===== config.mk =====
export PLATFORM = sky130hd
export DESIGN_NAME = execUnit
export DESIGN_NICKNAME = d
export VERILOG_FILES = /design/src/hdl/wiscPkg.sv /design/src/hdl/execUnit.sv /design/src/hdl/resultStage.sv /design/src/hdl/aluCore.sv /design/src/hdl/instrDecode.sv
export VERILOG_INCLUDE_DIRS = /design/src /design/src/hdl
export SDC_FILE = /design/constraint.sdc
export NUM_CORES = 1
export LEC_CHECK = 0
export ABC_AREA = 1
export BUFFER_PORTS_ARGS = -buffer_cell sky130_fd_sc_hd__buf_2
export CAP_MARGIN = 0
export CORE_ASPECT_RATIO = 1.4
export CORE_MARGIN = 5
export CORE_UTILIZATION = 35
export DETAILED_ROUTE_END_ITERATION = 7
export GPL_ROUTABILITY_DRIVEN = 0
export PLACE_DENSITY_LB_ADDON = 0.2
export SETUP_SLACK_MARGIN = 0.2
export SLEW_MARGIN = 25
export SYNTH_ARGS = -nofsm -noshare
export SYNTH_HDL_FRONTEND = slang
export SYNTH_SLANG_ARGS = --single-unit

===== constraint.sdc =====
create_clock -name clk -period 3.35 [get_ports clk]
set_clock_uncertainty 0.15 [all_clocks]
set_input_delay 0.8375 -clock clk [delete_from_list [all_inputs] [get_ports clk]]
set_output_delay 0.8375 -clock clk [all_outputs]
set_load 0.005 [all_outputs]

===== src/hdl/wisc_config.svh =====
// Execute stage configuration with data, shift amount and register index widths
`ifndef WISC_CONFIG_SVH
`define WISC_CONFIG_SVH

// One data word
`define WORD_WIDTH 16

`define SHAMT_WIDTH 4   // Low bits of operand B used as shift amount

`define REG_IDX_WIDTH 3 // Eight architectural registers

`endif

===== src/hdl/wiscPkg.sv =====
// Execute stage types for instruction formats, major opcodes and ALU operations
`include "wisc_config.svh"

package wiscPkg;

    typedef logic [4:0] opcode_t;

    // Major opcodes handled by the execute stage
    localparam opcode_t opcAddi     = 5'b01000;
    localparam opcode_t opcSubi     = 5'b01001;
    localparam opcode_t opcXori     = 5'b01010;
    localparam opcode_t opcAndni    = 5'b01011;
    localparam opcode_t opcRoli     = 5'b10100;
    localparam opcode_t opcSlli     = 5'b10101;
    localparam opcode_t opcRori     = 5'b10110;
    localparam opcode_t opcSrli     = 5'b10111;
    localparam opcode_t opcBtr      = 5'b11001;
    localparam opcode_t opcShiftReg = 5'b11010; // Shift selected by funct
    localparam opcode_t opcArithReg = 5'b11011; // Arithmetic selected by funct
    localparam opcode_t opcSeq      = 5'b11100;
    localparam opcode_t opcSlt      = 5'b11101;
    localparam opcode_t opcSle      = 5'b11110;
    localparam opcode_t opcSco      = 5'b11111;

    typedef struct packed {
        opcode_t                   opcode;
        logic [`REG_IDX_WIDTH-1:0] rs;
        logic [`REG_IDX_WIDTH-1:0] rt;
        logic [`REG_IDX_WIDTH-1:0] rd;     // Bits 4:2
        logic [1:0]                funct;
    } rFormat_t;

    typedef struct packed {
        opcode_t                   opcode;
        logic [`REG_IDX_WIDTH-1:0] rs;
        logic [`REG_IDX_WIDTH-1:0] rd;     // Bits 7:5
        logic [4:0]                imm5;
    } iFormat_t;

    // Same word, two field layouts
    typedef union packed {
        rFormat_t rFmt;
        iFormat_t iFmt;
    } wiscInstr_t;

    typedef enum logic [4:0] {
        opNop,
        opAddi, opSubi, opXori, opAndni,
        opRoli, opSlli, opRori, opSrli,
        opAdd, opSub, opXor, opAndn,
        opRol, opSll, opRor, opSrl,
        opBtr,
        opSeq, opSlt, opSle, opSco
    } aluOp_t;

endpackage


===== src/hdl/execUnit.sv =====
// Execute stage top joining decode register, ALU and result register
`include "wisc_config.svh"

module execUnit (
    input  logic                      clk,
    input  logic                      arstN,
    input  logic                      inValid,
    input  wiscPkg::wiscInstr_t       instr,
    input  logic [`WORD_WIDTH-1:0]    rsData,
    input  logic [`WORD_WIDTH-1:0]    rtData,
    input  logic                      outReady,
    output logic                      inReady,
    output logic                      outValid,
    output logic [`WORD_WIDTH-1:0]    result,
    output logic [`REG_IDX_WIDTH-1:0] rdIdx,
    output logic                      zero,
    output logic                      ofl,
    output logic                      illegal
);
    import wiscPkg::*;

    logic                      decValid;
    logic                      decReady;
    aluOp_t                    aluOp;
    logic [`WORD_WIDTH-1:0]    opA;
    logic [`WORD_WIDTH-1:0]    opB;
    logic [`REG_IDX_WIDTH-1:0] decRdIdx;
    logic                      decIllegal;
    logic [`WORD_WIDTH-1:0]    aluValue;
    logic                      aluOfl;

    instrDecode uDecode (.clk(clk), .arstN(arstN), .inValid(inValid), .instr(instr),
        .rsData(rsData), .rtData(rtData), .decReady(decReady), .inReady(inReady),
        .decValid(decValid), .aluOp(aluOp), .opA(opA), .opB(opB), .rdIdx(decRdIdx),
        .illegal(decIllegal));

    aluCore uAlu (.aluOp(aluOp), .opA(opA), .opB(opB), .value(aluValue), .ofl(aluOfl));

    resultStage uResult (.clk(clk), .arstN(arstN), .decValid(decValid), .value(aluValue),
        .ofl(aluOfl), .rdIdx(decRdIdx), .illegal(decIllegal), .outReady(outReady),
        .decReady(decReady), .outValid(outValid), .result(result), .rdIdxOut(rdIdx),
        .zero(zero), .oflOut(ofl), .illegalOut(illegal));

endmodule


===== src/hdl/resultStage.sv =====
// Output register holding result, zero flag and status under back-pressure
`include "wisc_config.svh"

module resultStage (
    input  logic                      clk,
    input  logic                      arstN,
    input  logic                      decValid,
    input  logic [`WORD_WIDTH-1:0]    value,
    input  logic                      ofl,
    input  logic [`REG_IDX_WIDTH-1:0] rdIdx,
    input  logic                      illegal,
    input  logic                      outReady,
    output logic                      decReady,
    output logic                      outValid,
    output logic [`WORD_WIDTH-1:0]    result,
    output logic [`REG_IDX_WIDTH-1:0] rdIdxOut,
    output logic                      zero,
    output logic                      oflOut,
    output logic                      illegalOut
);

    logic load;

    assign decReady = !outValid || outReady;
    assign load     = decValid && decReady;

    always_ff @(posedge clk or negedge arstN) begin
        if (!arstN) begin
            outValid <= 1'b0;
        end else if (load) begin
            outValid <= 1'b1;
        end else if (outReady) begin
            outValid <= 1'b0;               // Taken, nothing new behind it
        end
    end

    always_ff @(posedge clk) begin
        if (load) begin
            result     <= value;
            zero       <= ~|value;
            oflOut     <= ofl;
            rdIdxOut   <= rdIdx;
            illegalOut <= illegal;
        end
    end

    outHoldCheck: assert property (@(posedge clk) disable iff (!arstN)
        outValid && !outReady |=> outValid && $stable(result));

endmodule


===== src/hdl/aluCore.sv =====
// Combinational ALU with shared adder, barrel shifter, bit reverse and signed compares
`include "wisc_config.svh"

module aluCore (
    input  wiscPkg::aluOp_t        aluOp,
    input  logic [`WORD_WIDTH-1:0] opA,
    input  logic [`WORD_WIDTH-1:0] opB,
    output logic [`WORD_WIDTH-1:0] value,
    output logic                   ofl
);
    import wiscPkg::*;

    logic                    isAdd;
    logic                    isSub;
    logic [`WORD_WIDTH-1:0]  addX;
    logic [`WORD_WIDTH:0]    sum;
    logic                    sumOfl;
    logic [`SHAMT_WIDTH-1:0] shAmt;
    logic                    shRight;
    logic                    shRotate;
    logic [`WORD_WIDTH-1:0]  shIn;
    logic [`WORD_WIDTH-1:0]  shStage;
    logic [`WORD_WIDTH-1:0]  shOut;
    logic [`WORD_WIDTH-1:0]  revA;

    function automatic logic [`WORD_WIDTH-1:0] bitRev(input logic [`WORD_WIDTH-1:0] x);
        logic [`WORD_WIDTH-1:0] r;
        for (int b = 0; b < `WORD_WIDTH; b++) begin
            r[b] = x[`WORD_WIDTH-1-b];
        end
        return r;
    endfunction

    assign isAdd = (aluOp == opAdd) || (aluOp == opAddi);
    assign isSub = (aluOp == opSub) || (aluOp == opSubi);

    // Subtract forms B + ~A + 1 to give B minus A
    assign addX   = isSub ? ~opA : opA;
    assign sum    = {1'b0, opB} + {1'b0, addX} + {{`WORD_WIDTH{1'b0}}, isSub};
    assign sumOfl = (addX[`WORD_WIDTH-1] == opB[`WORD_WIDTH-1])
                    && (sum[`WORD_WIDTH-1] != opB[`WORD_WIDTH-1]);

    assign shAmt    = opB[`SHAMT_WIDTH-1:0];
    assign shRight  = (aluOp == opRor) || (aluOp == opRori)
                      || (aluOp == opSrl) || (aluOp == opSrli);
    assign shRotate = (aluOp == opRol) || (aluOp == opRoli)
                      || (aluOp == opRor) || (aluOp == opRori);
    assign revA     = bitRev(opA);
    assign shIn     = shRight ? revA : opA; // Right shifts run on the reversed word

    // Four left-shift levels of 1, 2, 4 and 8 bits
    always_comb begin
        shStage = shIn;
        for (int k = 0; k < `SHAMT_WIDTH; k++) begin
            if (shAmt[k]) begin
                shStage = (shStage << (1 << k))
                          | (shRotate ? (shStage >> (`WORD_WIDTH - (1 << k)))
                                      : {`WORD_WIDTH{1'b0}});
            end
        end
    end

    assign shOut = shRight ? bitRev(shStage) : shStage;

    always_comb begin
        value = {`WORD_WIDTH{1'b0}};
        case (aluOp)
            opAdd, opAddi, opSub, opSubi:      value = sum[`WORD_WIDTH-1:0];
            opXor, opXori:                     value = opA ^ opB;
            opAndn, opAndni:                   value = opA & ~opB;
            opRol, opRoli, opSll, opSlli,
            opRor, opRori, opSrl, opSrli:      value = shOut;
            opBtr:                             value = revA;
            opSeq: value = {{(`WORD_WIDTH-1){1'b0}}, opA == opB};
            opSlt: value = {{(`WORD_WIDTH-1){1'b0}}, $signed(opA) < $signed(opB)};
            opSle: value = {{(`WORD_WIDTH-1){1'b0}}, $signed(opA) <= $signed(opB)};
            opSco: value = {{(`WORD_WIDTH-1){1'b0}}, sum[`WORD_WIDTH]}; // Unsigned carry
            default:                           value = {`WORD_WIDTH{1'b0}};
        endcase
    end

    // SCO shares the adder but never flags overflow
    assign ofl = (isAdd || isSub) && sumOfl;

    // The decode register always presents a defined operation
    always_comb begin
        aluOpKnown: assert final (!$isunknown(aluOp));
    end

endmodule


===== src/hdl/instrDecode.sv =====
// Decode register that maps opcode and funct to an ALU operation and builds operand B
`include "wisc_config.svh"

module instrDecode (
    input  logic                      clk,
    input  logic                      arstN,
    input  logic                      inValid,
    input  wiscPkg::wiscInstr_t       instr,
    input  logic [`WORD_WIDTH-1:0]    rsData,
    input  logic [`WORD_WIDTH-1:0]    rtData,
    input  logic                      decReady,
    output logic                      inReady,
    output logic                      decValid,
    output wiscPkg::aluOp_t           aluOp,
    output logic [`WORD_WIDTH-1:0]    opA,
    output logic [`WORD_WIDTH-1:0]    opB,
    output logic [`REG_IDX_WIDTH-1:0] rdIdx,
    output logic                      illegal
);
    import wiscPkg::*;

    aluOp_t                    nextOp;
    logic                      nextIllegal;
    logic                      useRFormat;
    logic [`WORD_WIDTH-1:0]    nextB;
    logic [`WORD_WIDTH-1:0]    immSext;
    logic [`WORD_WIDTH-1:0]    immZext;
    logic [`REG_IDX_WIDTH-1:0] nextRd;
    logic [4:0]                imm5;
    logic                      load;

    assign imm5    = instr.iFmt.imm5;
    assign immSext = {{(`WORD_WIDTH-5){imm5[4]}}, imm5};
    assign immZext = {{(`WORD_WIDTH-5){1'b0}}, imm5};

    always_comb begin
        nextOp      = opNop;
        nextIllegal = 1'b0;
        nextB       = rtData;
        useRFormat  = 1'b1;
        case (instr.iFmt.opcode)
            opcAddi:  begin nextOp = opAddi;  nextB = immSext; useRFormat = 1'b0; end
            opcSubi:  begin nextOp = opSubi;  nextB = immSext; useRFormat = 1'b0; end
            opcXori:  begin nextOp = opXori;  nextB = immZext; useRFormat = 1'b0; end
            opcAndni: begin nextOp = opAndni; nextB = immZext; useRFormat = 1'b0; end
            opcRoli:  begin nextOp = opRoli;  nextB = immZext; useRFormat = 1'b0; end
            opcSlli:  begin nextOp = opSlli;  nextB = immZext; useRFormat = 1'b0; end
            opcRori:  begin nextOp = opRori;  nextB = immZext; useRFormat = 1'b0; end
            opcSrli:  begin nextOp = opSrli;  nextB = immZext; useRFormat = 1'b0; end
            opcBtr:   nextOp = opBtr;
            opcShiftReg: begin
                case (instr.rFmt.funct)
                    2'b00:   nextOp = opRol;
                    2'b01:   nextOp = opSll;
                    2'b10:   nextOp = opRor;
                    default: nextOp = opSrl;
                endcase
            end
            opcArithReg: begin
                case (instr.rFmt.funct)
                    2'b00:   nextOp = opAdd;
                    2'b01:   nextOp = opSub;
                    2'b10:   nextOp = opXor;
                    default: nextOp = opAndn;
                endcase
            end
            opcSeq:   nextOp = opSeq;
            opcSlt:   nextOp = opSlt;
            opcSle:   nextOp = opSle;
            opcSco:   nextOp = opSco;
            default: begin
                nextIllegal = 1'b1;         // Jumps, branches, memory, LBI, NOP
                useRFormat  = 1'b0;
            end
        endcase
    end

    assign nextRd  = useRFormat ? instr.rFmt.rd : instr.iFmt.rd;
    assign inReady = !decValid || decReady; // Empty, or drained this cycle
    assign load    = inValid && inReady;

    always_ff @(posedge clk or negedge arstN) begin
        if (!arstN) begin
            decValid <= 1'b0;
            aluOp    <= opNop;
            illegal  <= 1'b0;
        end else if (load) begin
            decValid <= 1'b1;
            aluOp    <= nextOp;
            illegal  <= nextIllegal;
        end else if (decReady) begin
            decValid <= 1'b0;
        end
    end

    always_ff @(posedge clk) begin
        if (load) begin
            opA   <= rsData;
            opB   <= nextB;
            rdIdx <= nextRd;
        end
    end

    // A stalled decode entry must reach the ALU unchanged
    decHoldCheck: assert property (@(posedge clk) disable iff (!arstN)
        decValid && !decReady |=> decValid && $stable(aluOp) && $stable(opA)
            && $stable(opB) && $stable(rdIdx) && $stable(illegal));

endmodule


==> Word-level counts from Yosys, hierarchy flattened <==
Cells that the tools add are included.
{ "totals": {"regBits": 65, "output_inout_bits": 24} }
{ "op_classes": {"n_addsub": 2, "order_cmp": 2, "eq_ne": 41, "mux": 23, "bitwise": 8, "n_reduce_logical": 30} }
{ "op_table": {"columns": ["cell", "n"], "rows": [
  ["$pmux W16 S9", 1],
  ["$mux W16", 7],
  ["$eq A5 B5 Y1 const B", 17],
  ["$pmux W5 S15", 1],
  ["$or A16 B16 Y16", 4],
  ["$eq A5 B4 Y1 const B", 12],
  ["$not A16 Y16", 2],
  ["$pmux W16 S2", 1],
  ["$eq A5 B3 Y1 const B", 4],
  ["$add A16 B16 Y17", 1],
  ["$add A17 B1 Y17", 1],
  ["$and A16 B16 Y16", 1],
  ["$eq A16 B16 Y1", 1],
  ["$le A16 B16 Y1", 1],
  ["$lt A16 B16 Y1", 1],
  ["$reduce_or A16 Y1", 1],
  ["$xor A16 B16 Y16", 1],
  ["$pmux W5 S3", 1],
  ["$reduce_or A15 Y1", 1],
  ["$logic_or A1 B1 Y1", 11],
  ["$eq A5 B2 Y1 const B", 2],
  ["$pmux W3 S3", 1],
  ["$mux W8", 1],
  ["$reduce_or A8 Y1", 1],
  ["other kinds (17)", 31]
]} }

==> Depth between registers and ports, before layout <==
Gate-level depths: netlist of the first run.
{ "depth": {"word_depth": 21, "depth_mapped": 23, "mapped_depth_nobuf": 22} }

==> By module <==
A second synthesis of the first run with hierarchy kept.
{ "hier_totals": {"hier_cells": 820, "area_unflattened_um2": 5743.0} }
{ "modules_own_cells": {"columns": ["module", "n_inst", "cells_per_inst", "area_per_inst_um2", "seq_area_each_um2"], "rows": [
  ["aluCore", 1, 586, 3067.9, 0.0],
  ["instrDecode", 1, 179, 1865.5, 1226.2],
  ["resultStage", 1, 55, 809.5, 685.7]
]} }

==> Least setup slack after synthesis of the first run <==
No wires, ideal clock.
{ "synth_path": {"kind": "reg-to-reg", "start": "register uDecode.aluOp[4]", "end": "register uResult.zero (data pin)", "setup_time_ns": 0.138, "t_arrival_ns": 2.986, "path_slack_ns": 0.076, "path_stages_with_launch": 22, "path_buffers": 2, "period_less_slack_ns": 3.274, "cell_sequence": "dfrtp_1 -> buf_6 -> nor2_4 -> nand2_2 -> buf_1 -> xnor2_1 -> ha_1 -> nand2_1 -> inv_1 -> nand2_1 -> nand2_1 -> a21oi_1 -> inv_1 -> or2_2 -> nand3_1 -> o2111ai_1 -> inv_1 -> nand2_1 -> nor2_1 -> and2_1 -> nand2_1 -> nor2_1"} }
{ "synth_via": {"elab_chain_len": 18, "word_cells_on_any_way": 52} }
{ "synth_lines": {"columns": ["item", "line_no", "rtl"], "rows": [
  ["start: declaration", "instrDecode.sv:14", "output wiscPkg::aluOp_t aluOp,"],
  ["start signal: assignment", "instrDecode.sv:85", "aluOp <= opNop;"],
  ["start signal: assignment", "instrDecode.sv:89", "aluOp <= nextOp;"],
  ["parallel branches: the longest is 15 deep, another holds $add A16 B16 Y17", null, null],
  ["$pmux W16 S9 *", "aluCore.sv:67", "case (aluOp)"],
  ["named net aluValue[8]", "execUnit.sv:29", "logic [`WORD_WIDTH-1:0] aluValue;"],
  ["$reduce_or A16 Y1 *", "resultStage.sv:40", "zero <= ~|value;"],
  ["$logic_not A1 Y1 *", "resultStage.sv:40", null],
  ["end signal: assignment", "resultStage.sv:40", null],
  ["end: declaration", "resultStage.sv:17", "output logic zero,"]
]} }
Mark *: on every way through the listed nets, which the timed path passes.
A chain may end at the register's enable or synchronous reset.

==> Worst setup path after layout of the first run <==
{ "layout_path": {"start": "register uDecode.aluOp[2]", "end": "register uResult.zero (data pin)"} }
{ "layout_via": {"elab_chain_len": 18, "word_cells_on_any_way": 52} }
{ "layout_lines": {"columns": ["item", "line_no"], "rows": [
  ["parallel branches: the longest is 15 deep, another holds $add A16 B16 Y17", null],
  ["$pmux W16 S9 *", "aluCore.sv:67"],
  ["named net aluValue[0]", "execUnit.sv:29"],
  ["$reduce_or A16 Y1 *", "resultStage.sv:40"],
  ["$logic_not A1 Y1 *", "resultStage.sv:40"]
]} }
Marks and branches as above.

==> results of run 1 <==
[worst max-delay path, stage by stage, from the launching register on]
cell and delay, ns:
dfrtp_1 0.41, nor2_4 0.16, nand2_4 0.11, buf_12 0.16, xnor2_2 0.15, ha_4 0.31
a21oi_2 0.06, o21ai_2 0.19, nand2_1 0.10, nand3_2 0.11, nand2_2 0.08, a21oi_2 0.17
nand2_1 0.08, buf_4 0.14, a21oi_2 0.12, nor2_2 0.06, nand2_1 0.08, inv_1 0.04
nand2_1 0.06, nor2_2 0.04, nand2_1 0.05, nor2_1 0.03
[registers in the layout (all words and copies together), names as in the netlist]
| name | cells |
|---|---|
| uDecode.aluOp | 5 |
| uDecode.decValid | 1 |
| uDecode.illegal | 1 |
| uDecode.opA | 16 |
| uDecode.opB | 16 |
| uDecode.rdIdx | 3 |
| uResult.illegalOut | 1 |
| uResult.oflOut | 1 |
| uResult.outValid | 1 |
| uResult.rdIdxOut | 3 |
| uResult.result | 16 |
| uResult.zero | 1 |
[repair_timing]
action,4_1_cts,5_1_grt
endpoints found under the setup margin,3,3
buffers inserted,2,12
resized for setup,12,78
pin swaps,4,40
[layout by cell type (no fill, tap or decap), types with 4 or more instances in the layout]
cell type,n
nand2_1,198
nand3_1,183
buf_2,72
inv_1,57
edfxtp_1,57
buf_4,56
nor2_1,34
o21ai_0,32
ha_1,30
a21oi_1,21
nand2_2,14
nand3_2,13
a21oi_2,12
inv_2,10
nand4_1,10
clkbuf_16,9
dfrtp_1,8
xnor2_1,6
clkinv_1,6
o21ai_2,6
nor2_2,6
ha_4,6
nor2_4,5
a21oi_4,5
xor2_1,4
o22ai_1,4
clkinv_4,4
buf_6,4
[cell type report]
class                           instances  area, µm²
Clock buffer                            9        225
Clock inverter                          7       78.8
Fill cell                            1696       8720
Inverter                               73        274
Multi-Input combinational cell        632       3770
Sequential cell                        65       1910
Tap cell                              199        249
Timing Repair Buffer                  134        866
[path summary, 6_finish.rpt]
check	start	end	slack [ns]	cells after the start
max	uDecode.aluOp[2]	uResult.zero	0.25	21
min	arstN	uDecode.aluOp[2]	0.18	1
max reg2reg	uDecode.aluOp[2]	uResult.zero	0.25	21
min reg2reg	uDecode.rdIdx[0]	uResult.rdIdxOut[0]	0.27	0
max in group asynchronous	arstN	uDecode.aluOp[3]	2.69	1
min in group clk	uDecode.rdIdx[0]	uResult.rdIdxOut[0]	0.27	0
[kinds of logic after synthesis]
logic type                 after synthesis
AOI/OAI and AO/OA                      101
buffers and inverters                   97
DFF                                     65
and+or+nand+nor                        477
xor gates and xnor gates                17
adders and majority gates               37
[power by group]
group / internal [µW] / switching (µW) / total, µW / leakage, µW
Combinational: 665 / 987 / 1650 / 0.00263
Clock: 583 / 390 / 973 / 0.000150
Sequential: 1020 / 61.8 / 1080 / 0.000655
Total: 2270 / 1440 / 3710 / 0.00344
[routing by layer]
metal	vias up	part of all wire (%)	GRT usage, %
li1	3005	-	-
met1	2648	38	21.0
met2	168	51	34.1
met3	54	4.6	3.21
met4	0	6.2	11.7
met5	-	0	0
[through the flow]
step	instances	hold WS [ns]
after CTS	1107	0.184
after global routing	1119	0.200
after global placement	1089	0.251
final	1119	0.179
after detailed placement	1089	0.255
after floorplan	794	0.250
==> impl_metrics.csv, run 1 <==
group,metric,value,unit
synthesis,synth_compound_area_share,10.0,%
placement,place_hpwl,14900,µm
finish,diodes,0,
synthesis,synth_xor_area_share,2.62,%
sta,fmaxAchievable,322,MHz
sta,slew_viol_final,0,
finish,syn2layout_area_growth,29.6,%
setup_path,critPathArrivalTime,3.05,ns
power,finalPower,3710,µW
synthesis,syn-num-nets,883,
die,io_pins,76,
sta,min_period,3.10,ns
cts,cts_made_buffers,9,
die,dieArea,18900,µm²
synthesis,synth.cell_area,5690,µm²
synthesis,synth-simple-area-share,38.4,%
cts,cts-hold-fix-buffers,0,
sta,setup_violations,0,
run_status,status,"finished clean",
grt,track_usage,19.1,%
finish,nets,1004,
synthesis,synth_top_area_share,30.1,%
drt,antenna_left,0,
grt,grt_max_degree,23,
sta,post-route-period-util,92.7,%
cts,clockRootBuffer,"clkbuf_16",
synthesis,muxShareOfSynthArea,0,%
setup_path,cp-end-kind,"flop",
synthesis,avgSynthCellArea,7.17,µm²
synthesis,synth-edff-count,57,
finish,drive_above_1_share,26.4,%
sta,finalHoldViolCount,0,
cts,ctsHtreeMaxLevel,3,
grt,grt_overflow,0,
grt,grt_pass1_wl,28900,µm
sta,rsz0062_at_grt,"true",
drt,dr_total_vias,5875,
die,fp.coreArea,16100,µm²
die,die_height,161,µm
synthesis,yosysSeqAreaShare,33.6,%
setup_path,required,3.30,ns
placement,place_ws,-0.0319,ns
power,peakVddDrop,0.000307,V
cts,path_clk_slew,0.07,ns
synthesis,netlist_top_cells_area,"edfxtp_1 (30%), nand3_1 (16%), nand2_1 (14%)",
synthesis,synthCells,794,
power,p_leak,0.00344,µW
power,p_per_area,502,nW/µm²
die,start_util,35.3,%
grt,antenna_found_initial,0,
setup_path,cp_max_fo,5,
cts,clock_latency,0.34,ns
setup_path,crit_path_start_kind,"flop",
drt,dr.first_iter.drc_count,355,
drt,detail_route.wirelength,18700,µm
setup_path,critPathKind,"flop to flop",
drt,drt_first_pass_iters,4,
synthesis,synthFlopType,"edfxtp_1",
cts,clockBufferDepth,2,
die,num_rows,55,
synthesis,synth_top_family_by_area,"simple AND/OR/NAND/NOR gates",
synthesis,synth_top_area_cell,"edfxtp_1",
synthesis,synth_seq_cells,65,
synthesis,synthAdderAreaFrac,8.27,%
drt,via_per_inst,5.25,
hold_path,hp-class,"input port to async pin",
synthesis,async_flop_share,12.3,%
synthesis,synthTopCellsByCount,"nand2_1 (212), nand3_1 (187), inv_1 (60)",
die,die_w,118,µm
sta,tns,0,ns
sta,fin_ws,0.246,ns
drt,remaining_drc_errors,0,
synthesis,yosys_warnings,0,
synthesis,yosysUniqueCellTypes,44,
synthesis,synth.most_common_cell,"nand2_1",
grt,first_global_vias,5710,
drt,wl_per_cell,16.7,µm
placement,placed_cell_area,6560,µm²
placement,io_buffers,72,
finish,utilization,45.8,%
job,drv_cap,0,
cts,clock_sinks,65,
cts,cts_tree,"built",
sta,relSlewSlack,62.9,%
sta,worst_slew_pin_slew,0.555,ns
finish,stdcell_area,7380,µm²
Note: power is estimated with default switching activity, not from simulation.
==> inputs of run 2 (changes only) <==
Settings changed: ABC_CLOCK_PERIOD_IN_PS from default to 3350, RECOVER_POWER from default to 100.
==> run 2 against run 1 <==
  * Routed wire length about the same
  * Critical path type unchanged
  * Final cell count is the same
  * Cell area shrank 0.81%
  * Combinational power barely moved
  * Global-route usage unchanged
  * Via count grew 0.34%
==> impl_metrics.csv, run 2 (synthesis results as in run 1) <==
group,metric,value,unit
setup_path,r2r_slack,0.24,ns
cts,clock_sinks,65,
cts,clockBufferDepth,2,
sta,min_period,3.11,ns
power,peakVddDrop,0.000306,V
finish,reg_top3,"uDecode.opA: 16 flops, uDecode.opB: 16 flops, uResult.result: 16 flops",
hold_path,hp-class,"input port to async pin",
setup_path,cp_max_fo,5,
grt,track_usage,19.1,%
drt,dr_total_vias,5895,
finish,final_cell_mix,"nand2_1 (198), nand3_1 (183), inv_1 (58), edfxtp_1 (57)",
finish,nets,1004,
drt,wl_per_cell,16.7,µm
setup_path,r2r-end,"uResult.zero",
sta,worst_slew_pin_slew,1.33,ns
setup_path,critPathArrivalTime,3.16,ns
sta,rsz0062_at_grt,"true",
die,io_pins,76,
power,p_per_area,504,nW/µm²
die,start_util,35.3,%
setup_path,critPathKind,"flop to flop",
grt,grt_pass1_wl,28900,µm
grt,first_global_vias,5710,
cts,clockRootBuffer,"clkbuf_16",
cts,ctsHtreeMaxLevel,3,
grt,antenna_found_initial,0,
drt,detail_route.wirelength,18700,µm
finish,layout_commonest_cell,"nand2_1",
finish,drive_above_1_share,23.6,%
grt,grt_overflow,0,
finish,diodes,0,
grt,grt_max_degree,23,
sta,relSlewSlack,11.1,%
die,dieArea,18900,µm²
cts,path_clk_slew,0.07,ns
cts,cts_made_buffers,9,
setup_path,timing.rr.start,"uDecode.aluOp[2]",
drt,antenna_left,0,
setup_path,crit_path_start_kind,"flop",
finish,fillers,1714,
drt,via_per_inst,5.27,
job,drv_cap,0,
die,die_w,118,µm
cts,cts_tree,"built",
drt,dr.first_iter.drc_count,318,
setup_path,cp-end-kind,"flop",
placement,io_buffers,72,
run_status,status,"finished clean",
placement,place_hpwl,14900,µm
power,finalPower,3690,µW
cts,clock_latency,0.34,ns
sta,fmaxAchievable,321,MHz
setup_path,r2r_cells,19,
die,fp.coreArea,16100,µm²
power,p_leak,0.00337,µW
setup_path,required,3.40,ns
sta,post-route-period-util,92.9,%
die,die_height,161,µm
sta,setup_violations,0,
die,num_rows,55,
finish,syn2layout_area_growth,28.6,%
drt,drt_first_pass_iters,5,
sta,slew_viol_final,0,
sta,hold_ws,0.265,ns
drt,remaining_drc_errors,0,
sta,finalHoldViolCount,0,
run 2: cell types whose count changed in the layout (fill, tap and decap cells not counted):
cell,change
clkbuf_1,+21
a21oi_1,+3
buf_2,-18
nor2_2,-1
inv_1,+1
inv_2,-1
buf_4,-2
nor2_1,+1
buf_12,-1
a21oi_2,-3
run 2: stage by stage:
step / cell area (µm²) / std cells / utilization, % / setup TNS, ns / setup slack [ns]
after detailed placement: 6560 / 1089 / 40.8 / -0.0319 / -0.0319
after floorplan: 5690 / 794 / - / 0 / 0.263
after CTS: 6920 / 1107 / 43.0 / 0 / 0.216
after global placement: 6560 / 1089 / 40.8 / -0.0114 / -0.0114
final: 7320 / 1119 / 45.4 / 0 / 0.237
after global routing: 7320 / 1119 / 45.4 / 0 / 0.0227
run 2: report_power, final:
group          switching, µW  total [µW]  internal (µW)
Clock                    390         972            582
Combinational            982        1630            647
Sequential              62.6        1080           1020
Total                   1430        3690           2250
run 2: metal layers:
metal | track usage (%) | share of wire (%) | up-vias
li1 | - | - | 2998
met4 | 11.7 | 6.3 | 0
met3 | 3.21 | 4.4 | 56
met1 | 21.0 | 39 | 2666
met2 | 34.1 | 51 | 175
met5 | 0 | 0 | -
run 2: timing repair:
| action | in CTS | in global routing |
|---|---|---|
| resized for setup | 12 | 78 |
| endpoints found under the setup margin | 3 | 3 |
| pin swaps | 4 | 40 |
| hold buffers | 0 | 0 |
| hold endpoints to repair | 0 | 0 |
| gates cloned | 0 | 0 |
| setup buffers | 2 | 12 |
run 2: final cells by class:
class                           instances  area (µm²)  share of cell area, %
Clock buffer                            9         225                   3.08
Clock inverter                          7        78.8                   1.08
Inverter                               73         274                   3.74
Multi-Input combinational cell        632        3760                   51.4
Sequential cell                        65        1910                   26.1
Tap cell                              199         249                   3.40
Timing Repair Buffer                  134         820                   11.2
run 2: worst max-delay path by stage:
stage | startpoint | endpoint | slack [ns]
2_1_floorplan | uDecode.aluOp[4] | uResult.zero | 0.26
3_3_place_gp | uDecode.aluOp[0] | uResult.zero | -0.01
3_5_place_dp | uDecode.aluOp[1] | uResult.zero | -0.03
4_1_cts | uDecode.aluOp[1] | uResult.zero | 0.22
5_1_grt | uDecode.aluOp[2] | uResult.zero | 0.02
6_report | uDecode.aluOp[2] | uResult.zero | 0.24
run 2: worst max-delay path, stage by stage, from the launching register on:
cell and delay, ns:
dfrtp_1 0.40, nor2_4 0.16, nand2_4 0.11, buf_6 0.16, xnor2_1 0.12, ha_1 0.39, buf_6 0.14, nand2_2 0.08
nor2_4 0.15, nand3_1 0.11, nand2_2 0.16, nand3_2 0.10, nand2_2 0.08, a21oi_2 0.05, o21a_1 0.14, nor2_1 0.15
nand2_1 0.08, nor2_1 0.10, nand2_1 0.06, nor2_1 0.09
